--- config.mk ---
export PLATFORM = sky130hd
export DESIGN_NAME = lcd_subsystem
export DESIGN_NICKNAME = d
export VERILOG_FILES = /design/src/hw/lcd_cmd_pkg.sv /design/src/hw/lcd_ctrl_pkg.sv /design/src/hw/lcd_cmd_fifo.sv /design/src/hw/lcd_config_regs.sv /design/src/hw/lcd_controller.sv /design/src/hw/lcd_subsystem.sv
export VERILOG_INCLUDE_DIRS = /design/src /design/src/hw
export SDC_FILE = /design/constraint.sdc
export NUM_CORES = 1
export LEC_CHECK = 0
export ABC_AREA = 1
export BUFFER_PORTS_ARGS = -buffer_cell sky130_fd_sc_hd__buf_4
export CORE_MARGIN = 1.5
export CORE_UTILIZATION = 40
export CTS_CLUSTER_SIZE = 14
export DETAILED_ROUTE_END_ITERATION = 10
export GPL_TIMING_DRIVEN = 0
export PLACE_DENSITY = 0.64
export SLEW_MARGIN = 10
export SYNTH_ARGS = -nofsm -noshare
export SYNTH_HDL_FRONTEND = slang
export SYNTH_SLANG_ARGS = --single-unit
--- constraint.sdc ---
create_clock -name clk -period 2.7 [get_ports clk]
set_clock_uncertainty 0.2 [all_clocks]
set_input_delay 0.405 -clock clk [delete_from_list [all_inputs] [get_ports clk]]
set_output_delay 0.405 -clock clk [all_outputs]
set_load 0.005 [all_outputs]
--- src/hw/lcd_settings.svh ---
`ifndef LCD_SETTINGS_SVH
`define LCD_SETTINGS_SVH

// default clock cycles per microsecond
`define CLK_FREQ 50

// command word entries as a power of two
`define LCD_FIFO_DEPTH 8

// timing counter width covering 500 * CLK_FREQ
`define LCD_CNT_W 18

`endif

--- src/hw/lcd_cmd_pkg.sv ---
package lcd_cmd_pkg;

	localparam int MODE_W = 7;     // display-mode word
	localparam int CMD_W  = 10;    // {rs, rw, data}

	// display-mode word bit positions
	localparam int LINES_BIT  = 6;
	localparam int FONT_BIT   = 5;
	localparam int DISP_BIT   = 4;
	localparam int CURSOR_BIT = 3;
	localparam int BLINK_BIT  = 2;
	localparam int ID_BIT     = 1;
	localparam int SHIFT_BIT  = 0;

	// two lines, 5x8, display on, cursor off, blink off, increment, no shift
	localparam logic [MODE_W-1:0] MODE_DEFAULT = 7'b1_0_1_0_0_1_0;

	// command word fields
	localparam int RS_BIT   = 9;
	localparam int RW_BIT   = 8;
	localparam int DATA_LSB = 0;

	// instruction opcode prefixes
	localparam logic [3:0] FUNC_SET   = 4'b0011;    // 8-bit bus
	localparam logic [4:0] DISP_CTRL  = 5'b00001;
	localparam logic [7:0] CLEAR      = 8'b00000001;
	localparam logic [5:0] ENTRY_MODE = 6'b000001;

endpackage

--- src/hw/lcd_ctrl_pkg.sv ---
package lcd_ctrl_pkg;

	// controller phases
	localparam logic [1:0] PH_POWERUP = 2'd0;
	localparam logic [1:0] PH_INIT    = 2'd1;
	localparam logic [1:0] PH_IDLE    = 2'd2;
	localparam logic [1:0] PH_WRITE   = 2'd3;

	localparam int POWERUP_US = 500;

	// init step edges, microseconds from the start of init
	localparam int FS_OFF_US   = 10;     // function set pulse ends
	localparam int DC_ON_US    = 60;
	localparam int DC_OFF_US   = 70;
	localparam int CLR_ON_US   = 120;
	localparam int CLR_OFF_US  = 130;
	localparam int EM_ON_US    = 330;    // clear needs the long wait
	localparam int EM_OFF_US   = 340;
	localparam int INIT_END_US = 440;

	// data write window
	localparam int WRITE_US  = 50;
	localparam int E_ON_US   = 1;
	localparam int E_OFF_US  = 14;

endpackage

--- src/hw/lcd_cmd_fifo.sv ---
`timescale 1ns/1ns
`include "lcd_settings.svh"

module lcd_cmd_fifo #(
	parameter int DEPTH = `LCD_FIFO_DEPTH,
	parameter int W     = lcd_cmd_pkg::CMD_W
) (
	input  logic         clk,
	input  logic         arst_n,
	input  logic         wr,
	input  logic [W-1:0] wdata,
	input  logic         rd,
	output logic [W-1:0] rdata,
	output logic         empty,
	output logic         full
);

	localparam int AW = $clog2(DEPTH);

	logic [W-1:0] mem [DEPTH];
	logic [AW:0]  wr_ptr;     // extra bit tells wrap parity
	logic [AW:0]  rd_ptr;
	logic         do_wr;
	logic         do_rd;

	assign do_wr = wr && !full;    // drop on full
	assign do_rd = rd && !empty;

	assign empty = (wr_ptr == rd_ptr);
	assign full  = (wr_ptr[AW] != rd_ptr[AW]) && (wr_ptr[AW-1:0] == rd_ptr[AW-1:0]);

	assign rdata = mem[rd_ptr[AW-1:0]];    // head word, no read latency

	always_ff @(posedge clk) begin
		if (do_wr) begin
			mem[wr_ptr[AW-1:0]] <= wdata;
		end
	end

	always_ff @(posedge clk or negedge arst_n) begin
		if (!arst_n) begin
			wr_ptr <= '0;
			rd_ptr <= '0;
		end else begin
			if (do_wr) begin
				wr_ptr <= wr_ptr + 1'b1;
			end
			if (do_rd) begin
				rd_ptr <= rd_ptr + 1'b1;
			end
		end
	end

endmodule

--- src/hw/lcd_config_regs.sv ---
`timescale 1ns/1ns

module lcd_config_regs (
	input  logic                             clk,
	input  logic                             arst_n,
	input  logic                             cfg_wr,
	input  logic [lcd_cmd_pkg::MODE_W-1:0]   cfg_wdata,
	input  logic                             cfg_reinit,
	output logic [lcd_cmd_pkg::MODE_W-1:0]   mode,
	output logic                             reinit_pulse
);

	logic reinit_q;    // previous strobe level

	// display-mode register
	always_ff @(posedge clk or negedge arst_n) begin
		if (!arst_n) begin
			mode <= lcd_cmd_pkg::MODE_DEFAULT;
		end else if (cfg_wr) begin
			mode <= cfg_wdata;
		end
	end

	// The restart pulse leaves one cycle after the strobe, so a mode write in
	// the same cycle is already visible when the controller begins init.
	always_ff @(posedge clk or negedge arst_n) begin
		if (!arst_n) begin
			reinit_q     <= 1'b0;
			reinit_pulse <= 1'b0;
		end else begin
			reinit_q     <= cfg_reinit;
			reinit_pulse <= cfg_reinit && !reinit_q;    // rising edge only
		end
	end

endmodule

--- src/hw/lcd_controller.sv ---
`timescale 1ns/1ns
`include "lcd_settings.svh"

module lcd_controller #(
	parameter int CLK_FREQ = `CLK_FREQ
) (
	input  logic                             clk,
	input  logic                             arst_n,
	input  logic [lcd_cmd_pkg::MODE_W-1:0]   mode,
	input  logic                             reinit,
	input  logic [lcd_cmd_pkg::CMD_W-1:0]    fifo_word,
	input  logic                             fifo_empty,
	output logic                             pop,
	output logic                             e,
	output logic                             rs,
	output logic                             rw,
	output logic [7:0]                       lcd_data,
	output logic                             busy,
	output logic                             ready
);

	localparam int CW = `LCD_CNT_W;

	// step edges in clock cycles
	localparam logic [CW-1:0] T_POWERUP  = CW'(lcd_ctrl_pkg::POWERUP_US * CLK_FREQ - 1);
	localparam logic [CW-1:0] T_FS_OFF   = CW'(lcd_ctrl_pkg::FS_OFF_US * CLK_FREQ);
	localparam logic [CW-1:0] T_DC_ON    = CW'(lcd_ctrl_pkg::DC_ON_US * CLK_FREQ);
	localparam logic [CW-1:0] T_DC_OFF   = CW'(lcd_ctrl_pkg::DC_OFF_US * CLK_FREQ);
	localparam logic [CW-1:0] T_CLR_ON   = CW'(lcd_ctrl_pkg::CLR_ON_US * CLK_FREQ);
	localparam logic [CW-1:0] T_CLR_OFF  = CW'(lcd_ctrl_pkg::CLR_OFF_US * CLK_FREQ);
	localparam logic [CW-1:0] T_EM_ON    = CW'(lcd_ctrl_pkg::EM_ON_US * CLK_FREQ);
	localparam logic [CW-1:0] T_EM_OFF   = CW'(lcd_ctrl_pkg::EM_OFF_US * CLK_FREQ);
	localparam logic [CW-1:0] T_INIT_END = CW'(lcd_ctrl_pkg::INIT_END_US * CLK_FREQ - 1);
	// outputs are registered, so write edges fire one count early
	localparam logic [CW-1:0] T_E_ON     = CW'(lcd_ctrl_pkg::E_ON_US * CLK_FREQ - 1);
	localparam logic [CW-1:0] T_E_OFF    = CW'(lcd_ctrl_pkg::E_OFF_US * CLK_FREQ - 1);
	localparam logic [CW-1:0] T_WR_END   = CW'(lcd_ctrl_pkg::WRITE_US * CLK_FREQ - 1);

	logic [1:0]    phase;
	logic [CW-1:0] cnt;       // shared by all timed phases
	logic [7:0]    fs_byte;
	logic [7:0]    dc_byte;
	logic [7:0]    em_byte;

	assign fs_byte = {lcd_cmd_pkg::FUNC_SET, mode[lcd_cmd_pkg::LINES_BIT],
		mode[lcd_cmd_pkg::FONT_BIT], 2'b00};
	assign dc_byte = {lcd_cmd_pkg::DISP_CTRL, mode[lcd_cmd_pkg::DISP_BIT],
		mode[lcd_cmd_pkg::CURSOR_BIT], mode[lcd_cmd_pkg::BLINK_BIT]};
	assign em_byte = {lcd_cmd_pkg::ENTRY_MODE, mode[lcd_cmd_pkg::ID_BIT],
		mode[lcd_cmd_pkg::SHIFT_BIT]};

	always_ff @(posedge clk or negedge arst_n) begin
		if (!arst_n) begin
			phase    <= lcd_ctrl_pkg::PH_POWERUP;
			cnt      <= '0;
			pop      <= 1'b0;
			e        <= 1'b0;
			rs       <= 1'b0;
			rw       <= 1'b0;
			lcd_data <= '0;
			busy     <= 1'b1;
			ready    <= 1'b0;
		end else if (reinit) begin    // restart at function set, no power-up wait
			phase    <= lcd_ctrl_pkg::PH_INIT;
			cnt      <= '0;
			pop      <= 1'b0;
			e        <= 1'b0;
			rs       <= 1'b0;
			rw       <= 1'b0;
			lcd_data <= '0;
			busy     <= 1'b1;
			ready    <= 1'b0;
		end else begin
			case (phase)
				lcd_ctrl_pkg::PH_POWERUP: begin
					if (cnt == T_POWERUP) begin
						phase <= lcd_ctrl_pkg::PH_INIT;
						cnt   <= '0;
					end else begin
						cnt <= cnt + 1'b1;
					end
				end
				lcd_ctrl_pkg::PH_INIT: begin
					cnt <= cnt + 1'b1;
					// each byte is taken from mode when its pulse starts
					if (cnt == '0) begin
						e        <= 1'b1;
						lcd_data <= fs_byte;
					end else if (cnt == T_DC_ON) begin
						e        <= 1'b1;
						lcd_data <= dc_byte;
					end else if (cnt == T_CLR_ON) begin
						e        <= 1'b1;
						lcd_data <= lcd_cmd_pkg::CLEAR;
					end else if (cnt == T_EM_ON) begin
						e        <= 1'b1;
						lcd_data <= em_byte;
					end else if (cnt == T_FS_OFF || cnt == T_DC_OFF ||
							cnt == T_CLR_OFF || cnt == T_EM_OFF) begin
						e        <= 1'b0;
						lcd_data <= '0;
					end else if (cnt == T_INIT_END) begin
						phase <= lcd_ctrl_pkg::PH_IDLE;
						cnt   <= '0;
						busy  <= 1'b0;
						ready <= 1'b1;
					end
				end
				lcd_ctrl_pkg::PH_IDLE: begin
					if (pop) begin    // head word still valid this cycle
						pop      <= 1'b0;
						rs       <= fifo_word[lcd_cmd_pkg::RS_BIT];
						rw       <= fifo_word[lcd_cmd_pkg::RW_BIT];
						lcd_data <= fifo_word[lcd_cmd_pkg::DATA_LSB +: 8];
						busy     <= 1'b1;
						phase    <= lcd_ctrl_pkg::PH_WRITE;
						cnt      <= '0;
					end else if (!fifo_empty) begin
						pop <= 1'b1;
					end
				end
				default: begin    // write window
					cnt <= cnt + 1'b1;
					if (cnt == T_E_ON) begin
						e <= 1'b1;
					end else if (cnt == T_E_OFF) begin
						e <= 1'b0;
					end else if (cnt == T_WR_END) begin
						phase    <= lcd_ctrl_pkg::PH_IDLE;
						cnt      <= '0;
						rs       <= 1'b0;
						rw       <= 1'b0;
						lcd_data <= '0;
						busy     <= 1'b0;
					end
				end
			endcase
		end
	end

endmodule

--- src/hw/lcd_subsystem.sv ---
`timescale 1ns/1ns
`include "lcd_settings.svh"

module lcd_subsystem #(
	parameter int CLK_FREQ = `CLK_FREQ
) (
	input  logic                             clk,
	input  logic                             arst_n,
	input  logic                             cfg_wr,
	input  logic [lcd_cmd_pkg::MODE_W-1:0]   cfg_wdata,
	input  logic                             cfg_reinit,
	input  logic                             cmd_wr,
	input  logic [lcd_cmd_pkg::CMD_W-1:0]    cmd_word,
	output logic                             cmd_full,
	output logic                             ready,
	output logic                             busy,
	output logic                             e,
	output logic                             rs,
	output logic                             rw,
	output logic [7:0]                       lcd_data
);

	logic [lcd_cmd_pkg::MODE_W-1:0] mode;
	logic                           reinit_pulse;
	logic [lcd_cmd_pkg::CMD_W-1:0]  rd_word;
	logic                           empty;
	logic                           pop;

	lcd_config_regs u_regs (
		.clk          (clk),
		.arst_n       (arst_n),
		.cfg_wr       (cfg_wr),
		.cfg_wdata    (cfg_wdata),
		.cfg_reinit   (cfg_reinit),
		.mode         (mode),
		.reinit_pulse (reinit_pulse)
	);

	lcd_cmd_fifo u_fifo (
		.clk    (clk),
		.arst_n (arst_n),
		.wr     (cmd_wr),
		.wdata  (cmd_word),
		.rd     (pop),
		.rdata  (rd_word),
		.empty  (empty),
		.full   (cmd_full)
	);

	lcd_controller #(
		.CLK_FREQ (CLK_FREQ)
	) u_ctrl (
		.clk        (clk),
		.arst_n     (arst_n),
		.mode       (mode),
		.reinit     (reinit_pulse),
		.fifo_word  (rd_word),
		.fifo_empty (empty),
		.pop        (pop),
		.e          (e),
		.rs         (rs),
		.rw         (rw),
		.lcd_data   (lcd_data),
		.busy       (busy),
		.ready      (ready)
	);

endmodule

== Yosys cells after proc, flatten, opt, wreduce, memory -nomap -nowiden ==
Memory sizes are Yosys's and may differ from the RTL's.
Index checks and enable logic that the tools add are counted.
Word-level totals
  bits in registers: 51
  memory bits (writable): 80
  bits of input ports: 22
  output and inout port bits: 14
  word-level logic and storage cells: 163
  memories: 1
Memory list
  u_fifo.mem: depth 8, width 10, rd ports 1, clocked after memory_dff 0, write ports 1, RTL line lcd_cmd_fifo.sv:20  | logic [W-1:0] mem [DEPTH];
Operators by class
  add/sub/neg operators: 3
  equal/unequal tests: 40
  muxes and demuxes: 78
  reductions and logical operators: 27
Operators with widths (number)
  two-way mux 18 bit: 12
  two-way mux 8 bit: 10
  == test 18 x 15 -> 1 bit, second input constant: 4
  == test 18 x 12 -> 1 bit, second input constant: 3
  one-hot mux 18 bit (3 select lines): 1
  two-way mux 1 bit: 37
  == test 18 x 13 -> 1 bit, second input constant: 2
  two-way mux 2 bit: 12
  one-hot mux 8 bit (3 select lines): 1
  AND reduction 11 bit: 2
  inequality test 3 bit, second input constant: 7
  adder 18 x 1 -> 18 bit, second input constant: 1
  == test 18 x 10 -> 1 bit, second input constant: 1
  == test 18 x 6 -> 1 bit, second input constant: 1
  == test 18 x 9 -> 1 bit, second input constant: 1
  zero test 18 bit: 1
  inequality test 2 bit, second input constant: 6
  inequality test 5 bit, second input constant: 2
  inequality test 3 x 2 -> 1 bit, second input constant: 3
  adder 4 x 1 -> 4 bit, second input constant: 2
  inequality test 4 bit, second input constant: 2
  nonzero test 4 bit: 2
  inequality test 7 x 2 -> 1 bit, second input constant: 1
  AND reduction 7 bit: 1
  20 further kinds: 33

== Longest topological paths before layout ==
Gate-level depths: netlist of run 1.
  depth in word-level cells: 11
  depth in mapped cells: 14
  gate-level depth less buffers: 12

== Hierarchy ==
Synthesis of run 1 repeated with hierarchy kept, for this count alone.
Unflattened totals
  cells, all modules: 739
  area total of the unflattened synthesis: 6588.8 um2
Modules (own cells, without submodules)
  lcd_cmd_fifo: times used 1, cells an instance 316, area an instance 3671.0 um2, seq. area each 2602.5 um2
  lcd_controller: times used 1, cells an instance 389, area an instance 2587.5 um2, seq. area each 852.1 um2
  lcd_config_regs: times used 1, cells an instance 34, area an instance 330.3 um2, seq. area each 229.0 um2

== Worst setup path before layout of run 1 ==
Ideal clock, no wire load.
  kind: register -> register
  from: register u_fifo.rd_ptr[1]
  to: memory u_fifo.mem[0][0] in the netlist's numbering (enable)
  library setup time: 0.376 ns
  arrival: 1.734 ns
  data required time: 2.124 ns
  path slack: 0.389 ns
  stages on the path, launching flop included: 10
  buffers on the path: 1
  period minus slack after synthesis: 2.311 ns
  path through: dfrtp_1 > buf_2 > inv_1 > nand2_1 > nand3_1 > nor2_1 > nand2_1 > nand2_1 > or2_2 > nor2_1
On the way
  longest elaborated chain between the ends: 6
RTL lines
  start: declaration: RTL line lcd_cmd_fifo.sv:22  | logic [AW:0] rd_ptr;
  start signal: assignment: RTL line lcd_cmd_fifo.sv:49  | rd_ptr <= rd_ptr + 1'b1;
  == test 3 bit: RTL line lcd_cmd_fifo.sv:30  | assign full = (wr_ptr[AW] != rd_ptr[AW]) && (wr_ptr[AW-1:0] == rd_ptr[AW-1:0]);
  logical AND 1 bit: RTL line lcd_cmd_fifo.sv:30
  zero test 1 bit: RTL line lcd_cmd_fifo.sv:26  | assign do_wr = wr && !full;
  logical AND 1 bit: RTL line lcd_cmd_fifo.sv:26
  two-way mux 1 bit: RTL line lcd_cmd_fifo.sv:35  | if (do_wr) begin
  two-way mux 1 bit (not written as such): RTL line lcd_cmd_fifo.sv:36  | mem[wr_ptr[AW-1:0]] <= wdata;
  end: declaration: RTL line lcd_cmd_fifo.sv:20
Every way passes these cells.

== Worst setup path in the final report of run 1 ==
  from: register u_fifo.rd_ptr[1]
  to: memory u_fifo.mem[1][5] in the netlist's numbering (enable)
The elaborated chain is that of the path after synthesis.

==> results of run 1 <==
## what timing repair did
| item | CTS | global route |
|---|---|---|
| hold buffers | 3 | 0 |
| pin swaps | 0 | 1 |
| gates resized for setup | 10 | 4 |
| endpoints found under the setup margin | 81 | 59 |
| buffers inserted | 0 | 1 |
| endpoints found under the hold margin | 49 | 0 |
## power by group
part	total [mW]	internal, mW	switching, mW
clock	2.26	1.37	0.887
combinational	2.61	0.857	1.75
sequential	2.72	2.53	0.197
## final cells by class
class	instances	area share
Buffer	24	0.01494
Clock buffer	19	0.05681
Clock inverter	13	0.01954
Inverter	60	0.02956
Multi-Input combinational cell	480	0.3202
Sequential cell	131	0.4834
Tap cell	216	0.03547
Timing Repair Buffer	38	0.04007
## worst min-delay path by stage
| stage | from | endpoint | slack (ns) |
|---|---|---|---|
| after floorplan | arst_n | u_ctrl.cnt[0]$_DFFE_PN0N_ | -0.09 |
| after global placement | u_regs.reinit_q$_DFF_PN0_ | u_regs.reinit_pulse$_DFF_PN0_ | 0.19 |
| after detailed placement | u_regs.reinit_q$_DFF_PN0_ | u_regs.reinit_pulse$_DFF_PN0_ | 0.19 |
| after CTS | cmd_word[4] | u_fifo.mem[1][4]$_DFFE_PP_ | 0.007 |
| after global routing | cmd_word[4] | u_fifo.mem[1][4]$_DFFE_PP_ | 0.008 |
| final | cmd_word[0] | u_fifo.mem[1][0]$_DFFE_PP_ | 0.01 |
## cell families after synthesis
group | Yosys count | synth area share
buffers and inverters | 85 | 0.05341
AND/OR/NAND/NOR | 338 | 0.2220
flip-flops | 131 | 0.5739
adder cells (fa/ha/maj) | 9 | 0.01754
multiplexers | 7 | 0.01209
AO/OA/AOI/OAI | 108 | 0.09649
XOR/XNOR | 18 | 0.02456
## registers in the layout, indices dropped and copies added, names as in the netlist, 2 cells and up
signal	cells
u_fifo.mem	80
u_ctrl.cnt	18
u_ctrl.lcd_data	8
u_regs.mode	7
u_fifo.rd_ptr	4
u_fifo.wr_ptr	4
u_ctrl.phase	2
## cells in the mapped netlist (all sizes together), types with 2 or more instances
cell / count
nand2: 145
dfstp: 4
nand3: 37
mux2: 6
xor2: 15
o22ai: 7
nand4: 10
xnor2: 3
o211ai: 12
inv: 59
ha: 9
o31ai: 2
edfxtp: 80
o21ai: 82
nor3: 11
o21bai: 2
buf: 12
clkbuf: 13
nor2: 132
dfrtp: 47
## layer usage
metal / track usage / share of wire / routed length (um) / vias to the layer above
met3: 0.04624 / 0.053 / 813 / 16
met5: 0 / 0 / 0 / -
li1: - / - / - / 2437
met4: 0.06536 / 0.015 / 226 / 0
met1: 0.2576 / 0.46 / 7034 / 2342
met2: 0.3293 / 0.48 / 7368 / 131
==> impl_metrics.env, run 1 <==
export IMPL_critPathTopFamily="simple AND/OR/NAND/NOR gates"
export IMPL_antenna_found_initial=0
export IMPL_worst_pin_slew_ns=0.7078
export IMPL_finalNonFillerCells=981
export IMPL_fp_row_count=46
export IMPL_synth_avg_cell_area_um2=9.222
export IMPL_place_area_um2=6944
export IMPL_cap_viol_max_count=0
export IMPL_drc_errors=0
export IMPL_grt_overflow=0
export IMPL_clock_latency_ns=0.42
export IMPL_start_util=0.4070
export IMPL_fin_nets=783
export IMPL_start_kind="register"
export IMPL_area_growth_pct=18.71
export IMPL_dp_hpwl_mm=10.47
export IMPL_dieArea_um2=16820
export IMPL_cp_end_kind="register"
export IMPL_cts_clk_slew_worst_paths_ns=0.06
export IMPL_synth_largest_area_cell="edfxtp_1"
export IMPL_cp_num_buf_inv=3
export IMPL_antenna_cells=0
export IMPL_synth_area_top_cells="edfxtp_1 (37%), dfrtp_1 (18%), nand2_1 (8.1%), nor2_1 (7.1%), o21ai_0 (5.5%)"
export IMPL_fp_dieW_um=129.7
export IMPL_outcome="finished, final reports clean"
export IMPL_post_route_period_util=0.9977
export IMPL_cp_endpoint="u_fifo.mem[1][5]$_DFFE_PP_"
export IMPL_layout_commonest_cell="nand2_1"
export IMPL_tns_ns=0
export IMPL_slowest_stage="nor2_2"
export IMPL_grt_pass1_vias=4808
export IMPL_fill_cells=1497
export IMPL_die_height_um=129.7
export IMPL_cts_root_buf="clkbuf_16"
export IMPL_ys_flop_type="edfxtp_1"
export IMPL_dp_slack_ns=-0.4341
export IMPL_synth_warnings=0
export IMPL_port_buffers=34
export IMPL_worstReg2RegEnd="u_fifo.mem[1][5]$_DFFE_PP_"
export IMPL_synth_edf_count=80
export IMPL_hold_class="in -> reg"
export IMPL_clkSinkCount=131
export IMPL_max_slew_margin_rel=0.5276
export IMPL_timing_hold_ws_ns=0.01303
export IMPL_max_stage_delay_ns=0.59
export IMPL_vdd_drop_max_mv=0.6998
export IMPL_grt_pass1_wl_mm=24.88
export IMPL_cp_max_fo=10
export IMPL_synth_distinct_cells=38
export IMPL_clockBufferDepth=2
export IMPL_yosysSeqAreaShare=0.5739
export IMPL_dr_pass1_iters=5
export IMPL_cpMostUsedCell="nand2_1"
export IMPL_drt_wirelength_per_cell_um=15.74
export IMPL_crit_arrival_ns=2.54
export IMPL_reg2reg_depth=10
export IMPL_multi_input_area_um2=2440
export IMPL_rrSetupSlack_ns=0.006
export IMPL_startpoint="u_fifo.rd_ptr[1]$_DFFE_PN0P_"
export IMPL_drt_iter0_markers=324
export IMPL_path_class="reg -> reg"
export IMPL_grt_usage=0.1986
export IMPL_yosys_area_top_type_share=0.3743
export IMPL_cp_depth=10
export IMPL_dp_cells=946
export IMPL_synthArstFlopShare=0.3893
export IMPL_cts_max_level=4
export IMPL_place_congestion=0.8898
export IMPL_mostFrequentLayoutCells="nand2_1 (139), nor2_1 (113), edfxtp_1 (80)"
export IMPL_synth_seq_cells=131
export IMPL_drive_gt1_frac=0.1634
export IMPL_finish_utilization=0.4832
export IMPL_vias_per_cell=5.021
export IMPL_power_mw=7.592
export IMPL_drv_slew=0
export IMPL_regArea_um2=3684
export IMPL_rsz0062_at_grt="yes"
export IMPL_cts_tree="done"
export IMPL_p_leak_nw=3.064
export IMPL_syn_inst=696
export IMPL_period_minus_slack_ns=2.694
export IMPL_grt_max_degree=52
export IMPL_core_um2=15770
export IMPL_ios=36
export IMPL_route_final_wire_length_mm=15.44
export IMPL_worstPathCellList="buf_2, inv_1, nand2_1, nand3_1, nor2_1, nand2_1, nand2_1, inv_1, nand2_1, nor2_2"
export IMPL_setup_ws_ns=0.006308
export IMPL_fmax_mhz=371.2
export IMPL_worstPathRequired_ns=2.55
export IMPL_hold_path_cell_count=1
export IMPL_powerDensity_nw_per_um2=996.4
export IMPL_r2r_start="u_fifo.rd_ptr[1]$_DFFE_PN0P_"
export IMPL_synth_area_um2=6419
export IMPL_setup_violations=0
export IMPL_synth_nets=727
export IMPL_drtAntennaViolNets=0
export IMPL_numCtsBuffers=17
export IMPL_design_area_um2=7620
export IMPL_hold_viol=0
export IMPL_vias=4926
No activity file was read; power rests on OpenSTA's default activity.
==> inputs of run 2 (changes only) <==
--- a/config.mk
+++ b/config.mk
@@ -6,7 +6,7 @@
 export SDC_FILE = /design/constraint.sdc
 export NUM_CORES = 1
 export LEC_CHECK = 0
-export ABC_AREA = 1
+export ABC_CLOCK_PERIOD_IN_PS = 2700
 export BUFFER_PORTS_ARGS = -buffer_cell sky130_fd_sc_hd__buf_4
 export CORE_MARGIN = 1.5
 export CORE_UTILIZATION = 40
==> impl_metrics.env, run 2 <==
export IMPL_outcome="finished, violations left"
export IMPL_violations="setup timing"
export IMPL_clkSinkCount=131
export IMPL_antenna_cells=0
export IMPL_fp_dieW_um=128.2
export IMPL_cp_max_fo=7
export IMPL_max_slew_margin_rel=0.4569
export IMPL_rsz0062_at_grt="yes"
export IMPL_fmax_mhz=364.5
export IMPL_startpoint="u_ctrl.cnt[9]$_DFFE_PN0N_"
export IMPL_layout_commonest_cell="edfxtp_1"
export IMPL_fill_cells=1252
export IMPL_hold_viol=0
export IMPL_synth_top_family_by_area="simple AND/OR/NAND/NOR gates"
export IMPL_cp_endpoint="u_ctrl.lcd_data[2]$_DFFE_PN0P_"
export IMPL_synth_edf_count=80
export IMPL_cts_tree="done"
export IMPL_cts_root_buf="clkbuf_16"
export IMPL_vdd_drop_max_mv=0.5809
export IMPL_cts_clk_slew_worst_paths_ns=0.07
export IMPL_worstReg2RegEnd="u_ctrl.lcd_data[2]$_DFFE_PN0P_"
export IMPL_grt_pass1_vias=4450
export IMPL_synth_seq_cells=131
export IMPL_p_comb_frac=0.378
export IMPL_synthSimpleGateAreaFrac=0.1394
export IMPL_drtAntennaViolNets=0
export IMPL_drc_errors=0
export IMPL_p_leak_nw=2.927
export IMPL_synth_area_top_cells="edfxtp_1 (38%), dfrtp_1 (19%), mux4_2 (7.2%), mux2_2 (3.1%), ha_1 (1.8%)"
export IMPL_path_class="reg -> reg"
export IMPL_r2r_start="u_ctrl.cnt[9]$_DFFE_PN0N_"
export IMPL_rrSetupSlack_ns=-0.04
export IMPL_largest_register_ffs=80
export IMPL_synth_xor_area_share=0.01536
export IMPL_clkPwrFrac=0.275
export IMPL_cts_max_level=4
export IMPL_synth_compound_area_frac=0.09912
export IMPL_drt_wirelength_per_cell_um=19.99
export IMPL_design_area_um2=7996
export IMPL_regArea_um2=3694
export IMPL_ys_flop_type="edfxtp_1"
export IMPL_hold_class="in -> reg"
export IMPL_yosysSeqAreaShare=0.5872
export IMPL_mostFrequentLayoutCells="edfxtp_1 (80), buf_4 (61), dfrtp_1 (39)"
export IMPL_switching_share=0.3567
export IMPL_place_congestion=0.8691
export IMPL_p_sw_mw=2.847
export IMPL_dieArea_um2=16440
export IMPL_powerDensity_nw_per_um2=998.1
export IMPL_drv_slew=0
export IMPL_synth_largest_area_cell="edfxtp_1"
export IMPL_p_seq_frac=0.348
export IMPL_clock_latency_ns=0.42
export IMPL_yosys_area_top_type_share=0.3829
export IMPL_place_area_um2=6834
export IMPL_ys_top_cells_by_count="edfxtp_1 (80), dfrtp_1 (47), nand2_1 (30)"
export IMPL_vias_per_cell=5.789
export IMPL_synth_mux_area_frac=0.1103
export IMPL_synth_area_um2=6274
export IMPL_fp_row_count=45
export IMPL_grt_pass1_wl_mm=23.71
export IMPL_intPower_mw=5.135
export IMPL_worstPathRequired_ns=2.84
export IMPL_setup_ws_ns=-0.04350
export IMPL_dp_hpwl_mm=9.718
export IMPL_start_kind="register"
export IMPL_cap_viol_max_count=0
export IMPL_clockBufferDepth=2
export IMPL_grt_usage=0.1920
export IMPL_antenna_found_initial=0
export IMPL_setup_violations=8
export IMPL_dr_pass1_iters=5
export IMPL_synth_warnings=0
export IMPL_grt_max_degree=52
export IMPL_die_height_um=128.2
export IMPL_synth_most_common_cell="edfxtp_1"
export IMPL_synth_nets=496
export IMPL_period_minus_slack_ns=2.744
export IMPL_crit_arrival_ns=2.88
export IMPL_ios=36
export IMPL_core_um2=15260
export IMPL_post_route_period_util=1.016
export IMPL_syn_inst=465
export IMPL_timing_hold_ws_ns=0.01049
export IMPL_area_growth_pct=27.46
export IMPL_cp_end_kind="register"
export IMPL_grt_overflow=0
export IMPL_fin_nets=580
export IMPL_synthArstFlopShare=0.3893
export IMPL_multi_input_area_um2=2669
export IMPL_start_util=0.4112
export IMPL_worst_pin_slew_ns=0.8146
export IMPL_synth_distinct_cells=73
export IMPL_port_buffers=34
export IMPL_reg2reg_depth=8
export IMPL_synth_avg_cell_area_um2=13.49
export IMPL_vias=4475
export IMPL_synth_adder_area_share=0.01795
export IMPL_route_final_wire_length_mm=15.46
export IMPL_drive_gt1_frac=0.3790
export IMPL_numCtsBuffers=17
export IMPL_drt_iter0_markers=480
[run 2: worst min path at each step]
stage	start	endpoint	depth (start not counted)
floorplan	arst_n	u_ctrl.cnt[0]$_DFFE_PN0N_	0
global placement	u_regs.reinit_q$_DFF_PN0_	u_regs.reinit_pulse$_DFF_PN0_	1
detailed placement	u_regs.reinit_q$_DFF_PN0_	u_regs.reinit_pulse$_DFF_PN0_	1
CTS	cmd_word[7]	u_fifo.mem[0][7]$_DFFE_PP_	1
global route	cmd_word[0]	u_fifo.mem[2][0]$_DFFE_PP_	1
finish	cmd_word[7]	u_fifo.mem[0][7]$_DFFE_PP_	1
[run 2: area by class of cell]
class,instances,share of cell area
Inverter,13,0.006572
Tap cell,211,0.03302
Multi-Input combinational cell,288,0.3338
Sequential cell,131,0.4619
Clock inverter,15,0.01752
Buffer,26,0.01784
Clock buffer,17,0.05320
Timing Repair Buffer,72,0.07620
[run 2: through the flow]
step / setup slack (ns) / util / TNS [ns] / std cells / power [mW]
global route: -0.09261 / 0.5241 / -0.7580 / 773 / 8.369
finish: -0.04350 / 0.5241 / -0.1980 / 773 / 7.982
detailed placement: -0.4563 / 0.4479 / -31.00 / 712 / 5.270
CTS: -0.1412 / 0.5020 / -4.469 / 756 / 7.727
global placement: -0.8925 / 0.4458 / -44.69 / 710 / 5.190
floorplan: 0.04455 / - / 0 / 465 / 4.470
[run 2: cell families (layout without fill, tap and decap cells)]
| group | after synthesis | in the layout |
|---|---|---|
| and+or+nand+nor | 150 | 150 |
| buffers and inverters | 46 | 143 |
| AOI/OAI and AO/OA | 76 | 76 |
| adders and majority gates | 9 | 9 |
| DFF | 131 | 131 |
| xor gates and xnor gates | 11 | 11 |
| muxes | 42 | 42 |
[run 2: routing by layer]
| layer | share of wire | up-vias | GRT usage |
|---|---|---|---|
| met5 | 0 | - | 0 |
| met4 | 0.029 | 0 | 0.09385 |
| met3 | 0.061 | 37 | 0.04549 |
| met2 | 0.51 | 212 | 0.3178 |
| met1 | 0.40 | 2254 | 0.2371 |
| li1 | - | 1972 | - |
[run 2: worst max-delay path, stage by stage, from the launching register on]
cell       delay [ns]
dfrtp_1          0.39
buf_6            0.14
or4_4            0.49
nor4_4           0.25
buf_4            0.17
a31oi_4          0.08
or4b_4           0.51
a21oi_4          0.27
o2bb2ai_1        0.15
[run 2: repair_timing]
action | 4_1_cts | 5_1_grt
cloned | 0 | 2
endpoints found under the hold margin | 52 | 0
endpoints found under the setup margin | 98 | 110
pin swaps | 15 | 17
hold buffers | 3 | 0
gates resized for setup | 41 | 49
buffers inserted | 11 | 21
[run 2: power by group through the flow]
stage / sequential [mW] / combinational (mW) / clock (mW)
3_5_place_dp: 2.76 / 2.51 / 0
2_1_floorplan: 2.70 / 1.77 / 0
5_1_grt: 2.82 / 3.24 / 2.31
4_1_cts: 2.72 / 2.77 / 2.23
3_3_place_gp: 2.74 / 2.45 / 0
6_report: 2.78 / 3.01 / 2.19
